===== src/hw/filter_pkg.sv =====
package filter_pkg;

	// Default sizes, overridable at the top level
	parameter int DEF_N_RULES = 8;
	parameter int DEF_HDR_DEPTH = 16;
	parameter int DEF_HDR_ALMOST = 14;
	parameter int DEF_MATCH_DEPTH = 8;
	parameter int RULE_IDX_W = 3;

	// Field positions inside the first 128-bit beat
	parameter int DST_PORT_LSB = 0;
	parameter int SRC_PORT_LSB = 16;
	parameter int DST_ADDR_LSB = 32;
	parameter int SRC_ADDR_LSB = 64;
	parameter int PROTO_LSB = 96;

	// Captured header fields, 104 bits
	typedef struct packed {
		logic [7:0] protocol;
		logic [31:0] src_addr;
		logic [31:0] dst_addr;
		logic [15:0] src_port;
		logic [15:0] dst_port;
	} header_t;

	// Header queue payload
	typedef struct packed {
		header_t hdr;
		logic [7:0] tag;
	} hdr_entry_t;

	// Match record handed to the host
	typedef struct packed {
		logic [7:0] tag;
		logic [RULE_IDX_W-1:0] rule_idx;
		logic [2:0] queue;
	} match_t;

	// One rule as written through the configuration port
	typedef struct packed {
		logic valid;
		logic [7:0] protocol;
		logic [31:0] dst_addr;
		logic [5:0] prefix_len; // 0 to 32
		logic [15:0] dst_port; // Zero matches any port
		logic [2:0] queue;
	} rule_cfg_t;

endpackage


===== src/hw/rule_if.sv =====
`timescale 1ns/1ps

interface rule_if #(
	parameter int n_rules = 8
);

	logic [n_rules-1:0] valid;
	logic [7:0] protocol [n_rules];
	logic [31:0] dst_addr [n_rules]; // Already masked
	logic [31:0] dst_mask [n_rules];
	logic [15:0] dst_port [n_rules];
	logic [2:0] queue [n_rules];

	// Configuration side
	modport tbl (
		output valid, protocol, dst_addr, dst_mask, dst_port, queue
	);

	// Lookup side
	modport matcher (
		input valid, protocol, dst_addr, dst_mask, dst_port, queue
	);

endinterface


===== src/hw/rule_table.sv =====
`timescale 1ns/1ps

module rule_table #(
	parameter int n_rules = 8
) (
	input logic clock,
	input logic rst,
	input logic cfg_we,
	input logic [2:0] cfg_addr,
	input filter_pkg::rule_cfg_t cfg_rule,
	rule_if.tbl rules
);

	logic [31:0] cfg_mask;

	// Left-aligned mask from a prefix length, lengths above 32 saturate
	function automatic logic [31:0] prefix_mask(input logic [5:0] len);
		logic [31:0] m;
		if (len >= 6'd32)
			m = '1;
		else
			m = ~(32'hffff_ffff >> len);
		return m;
	endfunction

	assign cfg_mask = prefix_mask(cfg_rule.prefix_len);

	// Valid bits, cleared by reset so no rule matches until written
	always_ff @(posedge clock) begin
		if (rst) begin
			rules.valid <= '0;
		end else if (cfg_we) begin
			for (int i = 0; i < n_rules; i++) begin
				if (int'(cfg_addr) == i)
					rules.valid[i] <= cfg_rule.valid;
			end
		end
	end

	// Rule fields
	always_ff @(posedge clock) begin
		if (cfg_we) begin
			for (int i = 0; i < n_rules; i++) begin
				if (int'(cfg_addr) == i) begin
					rules.protocol[i] <= cfg_rule.protocol;
					rules.dst_addr[i] <= cfg_rule.dst_addr & cfg_mask; // Pre-masked
					rules.dst_mask[i] <= cfg_mask;
					rules.dst_port[i] <= cfg_rule.dst_port;
					rules.queue[i] <= cfg_rule.queue;
				end
			end
		end
	end

	// A write beyond the table would be silently lost
	cfg_addr_in_range: assert property (
		@(posedge clock) disable iff (rst)
		cfg_we |-> (int'(cfg_addr) < n_rules)
	) else $error("rule_table: cfg_addr %0d outside %0d rules", cfg_addr, n_rules);

endmodule


===== src/hw/header_capture.sv =====
`timescale 1ns/1ps

module header_capture (
	input logic clock,
	input logic rst,
	input logic [127:0] in_data,
	input logic in_sop,
	input logic in_eop,
	input logic in_valid,
	input logic [7:0] in_tag,
	input logic in_ready,
	output filter_pkg::hdr_entry_t hdr_entry,
	output logic hdr_write
);

	logic beat_ok;
	logic in_packet;
	filter_pkg::header_t beat_hdr;
	filter_pkg::header_t held_hdr;

	assign beat_ok = in_valid && in_ready; // Beat transfers this edge

	// Fields as they sit in the current beat
	always_comb begin
		beat_hdr.protocol = in_data[filter_pkg::PROTO_LSB +: 8];
		beat_hdr.src_addr = in_data[filter_pkg::SRC_ADDR_LSB +: 32];
		beat_hdr.dst_addr = in_data[filter_pkg::DST_ADDR_LSB +: 32];
		beat_hdr.src_port = in_data[filter_pkg::SRC_PORT_LSB +: 16];
		beat_hdr.dst_port = in_data[filter_pkg::DST_PORT_LSB +: 16];
	end

	always_ff @(posedge clock) begin
		if (rst) begin
			in_packet <= 1'b0;
			hdr_write <= 1'b0;
		end else begin
			hdr_write <= beat_ok && in_eop; // One-cycle strobe
			if (beat_ok && in_eop)
				in_packet <= 1'b0;
			else if (beat_ok && in_sop)
				in_packet <= 1'b1;
		end
	end

	// Header held from the start beat until the end beat
	always_ff @(posedge clock) begin
		if (beat_ok && in_sop)
			held_hdr <= beat_hdr;
		if (beat_ok && in_eop) begin
			// Single-beat packet takes its fields straight from this beat
			hdr_entry.hdr <= in_sop ? beat_hdr : held_hdr;
			hdr_entry.tag <= in_tag;
		end
	end

	sop_outside_packet: assert property (
		@(posedge clock) disable iff (rst)
		(beat_ok && in_sop) |-> !in_packet
	) else $error("header_capture: start beat inside an open packet");

	eop_inside_packet: assert property (
		@(posedge clock) disable iff (rst)
		(beat_ok && in_eop && !in_sop) |-> in_packet
	) else $error("header_capture: end beat with no packet open");

endmodule


===== src/hw/sync_fifo.sv =====
`timescale 1ns/1ps

module sync_fifo #(
	parameter type payload_t = logic [7:0],
	parameter int depth = 16,
	parameter int almost_full_level = depth - 2
) (
	input logic clock,
	input logic rst,
	input payload_t wr_data,
	input logic wr_en,
	input logic rd_en,
	output payload_t rd_data,
	output logic empty,
	output logic full,
	output logic almost_full
);

	localparam int ptr_w = (depth > 1) ? $clog2(depth) : 1;
	localparam int cnt_w = $clog2(depth + 1);

	payload_t mem [depth];
	logic [ptr_w-1:0] wr_ptr;
	logic [ptr_w-1:0] rd_ptr;
	logic [cnt_w-1:0] count;

	// Wraps at depth, which need not be a power of two
	function automatic logic [ptr_w-1:0] next_ptr(input logic [ptr_w-1:0] p);
		logic [ptr_w-1:0] n;
		if (p == ptr_w'(depth - 1))
			n = '0;
		else
			n = p + 1'b1;
		return n;
	endfunction

	always_ff @(posedge clock) begin
		if (rst) begin
			wr_ptr <= '0;
			rd_ptr <= '0;
			count <= '0;
		end else begin
			if (wr_en)
				wr_ptr <= next_ptr(wr_ptr);
			if (rd_en)
				rd_ptr <= next_ptr(rd_ptr);
			if (wr_en && !rd_en)
				count <= count + 1'b1;
			else if (rd_en && !wr_en)
				count <= count - 1'b1;
		end
	end

	always_ff @(posedge clock) begin
		if (wr_en)
			mem[wr_ptr] <= wr_data;
	end

	assign rd_data = mem[rd_ptr]; // Show-ahead head
	assign empty = (count == '0);
	assign full = (count == cnt_w'(depth));
	assign almost_full = (count >= cnt_w'(almost_full_level));

	no_write_when_full: assert property (
		@(posedge clock) disable iff (rst)
		!(wr_en && full)
	) else $error("sync_fifo: write while full");

	no_read_when_empty: assert property (
		@(posedge clock) disable iff (rst)
		!(rd_en && empty)
	) else $error("sync_fifo: read while empty");

endmodule


===== src/hw/rule_match.sv =====
`timescale 1ns/1ps

module rule_match #(
	parameter int n_rules = 8
) (
	input logic clock,
	input logic rst,
	input filter_pkg::hdr_entry_t hdr_entry,
	input logic hdr_avail,
	output logic hdr_pop,
	rule_if.matcher rules,
	input logic match_full,
	output filter_pkg::match_t match_rec,
	output logic match_write
);

	logic stall;
	logic [n_rules-1:0] hits;

	// Stage 1
	logic s1_valid;
	logic [n_rules-1:0] s1_hits;
	logic [7:0] s1_tag;
	logic [2:0] s1_queue [n_rules]; // Queue fields seen with the hits

	// Stage 2
	logic s2_valid;
	logic s2_hit;
	filter_pkg::match_t s2_rec;

	logic [filter_pkg::RULE_IDX_W-1:0] sel_idx;

	// Hit or miss waits only when a hit cannot be pushed
	assign stall = s2_valid && s2_hit && match_full;
	assign hdr_pop = hdr_avail && !stall;

	// Every rule compared in parallel
	always_comb begin
		for (int i = 0; i < n_rules; i++) begin
			hits[i] = rules.valid[i]
				&& (hdr_entry.hdr.protocol == rules.protocol[i])
				&& ((hdr_entry.hdr.dst_addr & rules.dst_mask[i]) == rules.dst_addr[i])
				&& ((rules.dst_port[i] == 16'd0)
					|| (hdr_entry.hdr.dst_port == rules.dst_port[i]));
		end
	end

	always_ff @(posedge clock) begin
		if (rst) begin
			s1_valid <= 1'b0;
		end else if (!stall) begin
			s1_valid <= hdr_pop;
		end
	end

	always_ff @(posedge clock) begin
		if (!stall) begin
			s1_hits <= hits;
			s1_tag <= hdr_entry.tag;
			for (int i = 0; i < n_rules; i++)
				s1_queue[i] <= rules.queue[i];
		end
	end

	// Lowest index wins
	always_comb begin
		sel_idx = '0;
		for (int i = n_rules - 1; i >= 0; i--) begin
			if (s1_hits[i])
				sel_idx = filter_pkg::RULE_IDX_W'(i);
		end
	end

	always_ff @(posedge clock) begin
		if (rst) begin
			s2_valid <= 1'b0;
		end else if (!stall) begin
			s2_valid <= s1_valid; // A miss retires here next cycle
		end
	end

	always_ff @(posedge clock) begin
		if (!stall) begin
			s2_hit <= |s1_hits;
			s2_rec.tag <= s1_tag;
			s2_rec.rule_idx <= sel_idx;
			s2_rec.queue <= s1_queue[sel_idx];
		end
	end

	assign match_write = s2_valid && s2_hit && !match_full;
	assign match_rec = s2_rec;

	no_push_when_full: assert property (
		@(posedge clock) disable iff (rst)
		match_write |-> !match_full
	) else $error("rule_match: push into a full match queue");

endmodule


===== src/hw/packet_filter.sv =====
`timescale 1ns/1ps

module packet_filter #(
	parameter int n_rules = filter_pkg::DEF_N_RULES
) (
	input logic clock,
	input logic rst,
	input logic [127:0] in_data,
	input logic in_sop,
	input logic in_eop,
	input logic [7:0] in_tag,
	input logic in_valid,
	output logic in_ready,
	output filter_pkg::match_t data_out,
	output logic data_valid,
	input logic data_ack,
	input logic cfg_we,
	input logic [2:0] cfg_addr,
	input filter_pkg::rule_cfg_t cfg_rule
);

	filter_pkg::hdr_entry_t cap_entry;
	filter_pkg::hdr_entry_t hdr_head;
	logic cap_write;
	logic hdr_empty;
	logic hdr_almost;
	logic hdr_pop;

	filter_pkg::match_t match_rec;
	logic match_write;
	logic match_full;
	logic match_empty;
	logic match_pop;

	assign in_ready = !hdr_almost; // Two spare entries cover the capture register
	assign data_valid = !match_empty;
	assign match_pop = data_ack && data_valid; // Ack without a record is ignored

	header_capture capture_i (
		.clock(clock),
		.rst(rst),
		.in_data(in_data),
		.in_sop(in_sop),
		.in_eop(in_eop),
		.in_valid(in_valid),
		.in_tag(in_tag),
		.in_ready(in_ready),
		.hdr_entry(cap_entry),
		.hdr_write(cap_write)
	);

	sync_fifo #(
		.payload_t(filter_pkg::hdr_entry_t),
		.depth(filter_pkg::DEF_HDR_DEPTH),
		.almost_full_level(filter_pkg::DEF_HDR_ALMOST)
	) hdr_queue (
		.clock(clock),
		.rst(rst),
		.wr_data(cap_entry),
		.wr_en(cap_write),
		.rd_en(hdr_pop),
		.rd_data(hdr_head),
		.empty(hdr_empty),
		.full(),
		.almost_full(hdr_almost)
	);

	rule_if #(.n_rules(n_rules)) rules_i ();

	rule_table #(.n_rules(n_rules)) table_i (
		.clock(clock),
		.rst(rst),
		.cfg_we(cfg_we),
		.cfg_addr(cfg_addr),
		.cfg_rule(cfg_rule),
		.rules(rules_i.tbl)
	);

	rule_match #(.n_rules(n_rules)) match_i (
		.clock(clock),
		.rst(rst),
		.hdr_entry(hdr_head),
		.hdr_avail(!hdr_empty),
		.hdr_pop(hdr_pop),
		.rules(rules_i.matcher),
		.match_full(match_full),
		.match_rec(match_rec),
		.match_write(match_write)
	);

	sync_fifo #(
		.payload_t(filter_pkg::match_t),
		.depth(filter_pkg::DEF_MATCH_DEPTH)
	) match_queue (
		.clock(clock),
		.rst(rst),
		.wr_data(match_rec),
		.wr_en(match_write),
		.rd_en(match_pop),
		.rd_data(data_out),
		.empty(match_empty),
		.full(match_full),
		.almost_full()
	);

endmodule


===== config.mk =====
export PLATFORM = sky130hd
export DESIGN_NAME = packet_filter
export DESIGN_NICKNAME = d
export VERILOG_FILES = /design/src/hw/filter_pkg.sv /design/src/hw/rule_if.sv /design/src/hw/rule_table.sv /design/src/hw/header_capture.sv /design/src/hw/sync_fifo.sv /design/src/hw/rule_match.sv /design/src/hw/packet_filter.sv
export SDC_FILE = /design/constraint.sdc
export NUM_CORES = 2
export LEC_CHECK = 0
export BUFFER_PORTS_ARGS = -buffer_cell sky130_fd_sc_hd__buf_2
export CORE_ASPECT_RATIO = 1.1
export CORE_MARGIN = 2
export CORE_UTILIZATION = 38
export CTS_CLUSTER_DIAMETER = 80
export DETAILED_ROUTE_END_ITERATION = 10
export PLACE_DENSITY = 0.58
export SETUP_SLACK_MARGIN = 0.1
export SLEW_MARGIN = 20
export SYNTH_ARGS = -nofsm -noshare
export SYNTH_HDL_FRONTEND = slang
export SYNTH_SLANG_ARGS = --single-unit

===== constraint.sdc =====
create_clock -name clock -period 11 [get_ports clock]
set_clock_uncertainty 0.05 [all_clocks]
set_input_delay 2.2 -clock clock [delete_from_list [all_inputs] [get_ports clock]]
set_output_delay 2.2 -clock clock [all_outputs]
set_load 0.03 [all_outputs]

==> impl_results.md <==
- Outcome: finished, violations left
- Failing checks: antenna rules
- # IOs: 228
- Nets: 5169
- Peak Freq: 169 MHz
- Power Density: 212 mW/mm^2
- Synth-to-Final Area Change: 13.8%
- Final Cycle Share: 0.538
- Global route total overflow: 0
- Sequential fraction of the synthesis area: 0.747
- Hold buffer count at cts: 0
- Hpwl dp: 144000 microns
- Fillers: 19300
- Vias in the first global route: 43500
- Area after DPL: 0.0877 sq mm
- Leakage power: 30.1 nW
- First-pass GRT wire length: 320000 microns
- Final wirelength: 227000 microns
- Initial Util: 0.381
- IO buf count: 155
- Sink Count: 2080
- Placer congestion estimate: 0.923
- DRC viols: 0
- CTS max path bufs: 3
- Die area: 0.222 sq mm
- Routed vias/inst: 5.46
- Critical path required time: 11.66 ns
- Critical Path Start Type: flip-flop
- Area of the multi-input gates: 0.0199 sq mm
- CTS root buffer: clkbuf_16
- Register Area: 0.0621 sq mm
- Pre-CTS WS: 5.05 ns
- Via count: 43900
- Min-delay worst type: reg2reg
- Die Wd: 450 microns
- CP Max Fanout: 43
- Top_reg_cell synth: edfxtp_1
- Wire per inst: 28.2 microns
- Depth of the most critical reg-to-reg path: 10
- Post-CTS Resized: 0
- Die Y: 494 microns
- #FFs+latches synth: 2080
- Slew Limit Fails: 0
- Worst setup margin: 5.08 ns
- Post-Syn Nets: 4830
- Async set-reset flop share out of synthesis: 0
- Total negative slack: 0 ns
- Most common cell after layout, fill and taps aside: edfxtp_1
- DRT Pass-1 Iters: 6
- Reg2reg end: match_i.s1_hits[6]
- CTS tree: done
- Final Critical Period: 5.92 ns
- VDD IR max: 0.165 mV
- Cells after DPL: 7638
- Hold slack: 0.367 ns
- All-layer global routing usage: 0.201
- Rows: 180
- CP max-delay cell: o22ai_2
- First DRT Iteration DRCs: 4862
- Initial antenna violation count: 28
- Synth warn: 0
- CTS buffer count: 211
- Antenna Violating Nets Remaining: 1
- Min-Delay Startpoint: table_i.rules.queue[15]
- Pin count of the biggest net entering global routing: 90
- Non-Filler Instances: 8048
- CP max stage delay: 0.91 ns
- Endpoints failing hold: 0
- CTS H-Tree Depth: 4
- CP endpoint kind: flip-flop
- Distinct cell type count after synthesis: 102
- Worst path arrival time: 6.58 ns
- EDFF count, synth: 2039
- Cell Chain, Critical Path: buf_4 -> nand2b_1 -> o221ai_1 -> o22ai_2 -> nand2_1 -> xnor2_1 -> a2111oi_0 -> o2111ai_1 -> nor4_1 -> o2111a_1
- Worst skew pair latency: 0.85 ns
- Setup violations, final: 0
- Clock-pin slew on the worst setup and hold paths: 0.06 ns
- WS Path Type: reg2reg
- Setup Buffers After CTS: 0
- MaxCap Viol Count: 0
- Most frequent cells in the layout: 2039 x edfxtp_1, 299 x nand2_1, 243 x xor2_1
- Reg2reg setup slack: 5.08 ns
- Core box area: 0.218 sq mm
- Worst slew pin tran: 1.15 ns
- Syn Std Cell Area: 0.0831 sq mm
- Fraction of layout cells with a size suffix above 1: 0.203
- Slew margin rel.: 0.211
- Cell count after synthesis: 4600
- Design area: 0.0946 sq mm
- Crit path to: match_i.s1_hits[6]
- RSZ-0062 raised after global routing: no
- Avg Inst Size Synth: 18.1 sq um
[where the power goes]
part	internal [mW]	switching, mW
Sequential	9.01	0.242
Clock	4.02	3.06
Combinational	1.34	2.36
[metrics by stage]
stage / power, mW / utilization
finish: 20.0 / 0.434
global route: 20.7 / 0.434
CTS: 20.2 / 0.434
detailed placement: 13.1 / 0.402
global placement: 13.1 / 0.402
floorplan: 11.8 / -
[registers in the layout, indices dropped and copies added, names as in the netlist, named ones only]
register / flops
hdr_queue.mem: 1024
table_i.rules.dst_addr: 256
table_i.rules.dst_mask: 256
table_i.rules.dst_port: 128
match_queue.mem: 112
capture_i.hdr_entry: 64
table_i.rules.protocol: 64
capture_i.held_hdr: 56
match_i.s1_queue: 24
table_i.rules.queue: 24
match_i.match_rec: 14
match_i.s1_hits: 8
match_i.s1_tag: 8
table_i.rules.valid: 8
hdr_queue.count: 5
hdr_queue.rd_ptr: 4
hdr_queue.wr_ptr: 4
match_queue.count: 4
match_queue.rd_ptr: 3
match_queue.wr_ptr: 3
capture_i.hdr_write: 1
match_i.s1_valid: 1
match_i.s2_hit: 1
match_i.s2_valid: 1
[cell families after synthesis]
family / count (synthesis) / synth area share
xor+xnor: 438 / 0.0462
mux: 557 / 0.0991
simple gates: 813 / 0.0481
buf+inv: 248 / 0.0166
fa+ha+maj: 18 / 0.00289
compound gates: 446 / 0.0403
flops: 2080 / 0.747
[metal layers]
layer	global-route usage	part of all wire
met5	0	0.00015
met4	0.0687	0.034
met3	0.0331	0.067
met2	0.322	0.47
met1	0.278	0.43
[critical path, delay by kind of cell (launching register included)]
| family | cells | cell delay (ns) |
|---|---|---|
| flops | 1 | 0.77 |
| buf+inv | 1 | 0.74 |
| xor+xnor | 1 | 0.17 |
| compound gates | 5 | 2.43 |
| simple gates | 3 | 1.45 |
[cells in the mapped netlist, types with 18 or more instances]
| cell | number | area share |
|---|---|---|
| a21oi_1 | 53 | 0.0032 |
| a221o_1 | 22 | 0.0027 |
| a221oi_1 | 27 | 0.0028 |
| a22oi_1 | 26 | 0.0023 |
| and2_1 | 33 | 0.0025 |
| buf_2 | 44 | 0.0027 |
| buf_4 | 29 | 0.0026 |
| buf_6 | 18 | 0.0024 |
| clkbuf_1 | 43 | 0.0019 |
| dfxtp_1 | 41 | 0.0099 |
| edfxtp_1 | 2039 | 0.74 |
| inv_1 | 92 | 0.0042 |
| mux2_2 | 156 | 0.021 |
| mux2i_1 | 196 | 0.024 |
| mux4_2 | 189 | 0.051 |
| nand2_1 | 299 | 0.014 |
| nand2b_1 | 24 | 0.0018 |
| nand3_1 | 55 | 0.0033 |
| nand4_1 | 69 | 0.0052 |
| nor2_1 | 125 | 0.0056 |
| nor2b_1 | 24 | 0.0018 |
| nor3_1 | 35 | 0.0021 |
| nor4_1 | 76 | 0.0057 |
| o2111ai_1 | 20 | 0.0021 |
| o21ai_0 | 69 | 0.0042 |
| o221ai_1 | 22 | 0.0023 |
| o22ai_1 | 67 | 0.0050 |
| xnor2_1 | 195 | 0.021 |
| xor2_1 | 243 | 0.026 |
[layout make-up]
cell class              count  share of cell area
repair buffers            278              0.0183
flip-flops and latches   2080               0.656
multi-input cells        2272               0.211
well taps                2912              0.0385
clock inverters           120              0.0124
clock buffers             272              0.0595
diodes                     18            0.000476
inverters                  96             0.00386
[how the worst min path moves through the flow]
stage | to | slack [ns] | cells past startpoint
final | match_i.s1_queue[2][0] | 0.37 | 0
after floorplan | match_i.match_rec[10] | 0.35 | 0
after detailed placement | match_i.s1_queue[2][0] | 0.35 | 0
after CTS | match_i.s1_queue[6][0] | 0.37 | 0
after global routing | match_i.s1_queue[6][0] | 0.37 | 0
after global placement | match_i.s1_queue[6][2] | 0.35 | 0
(Power assumes the default switching activity.)
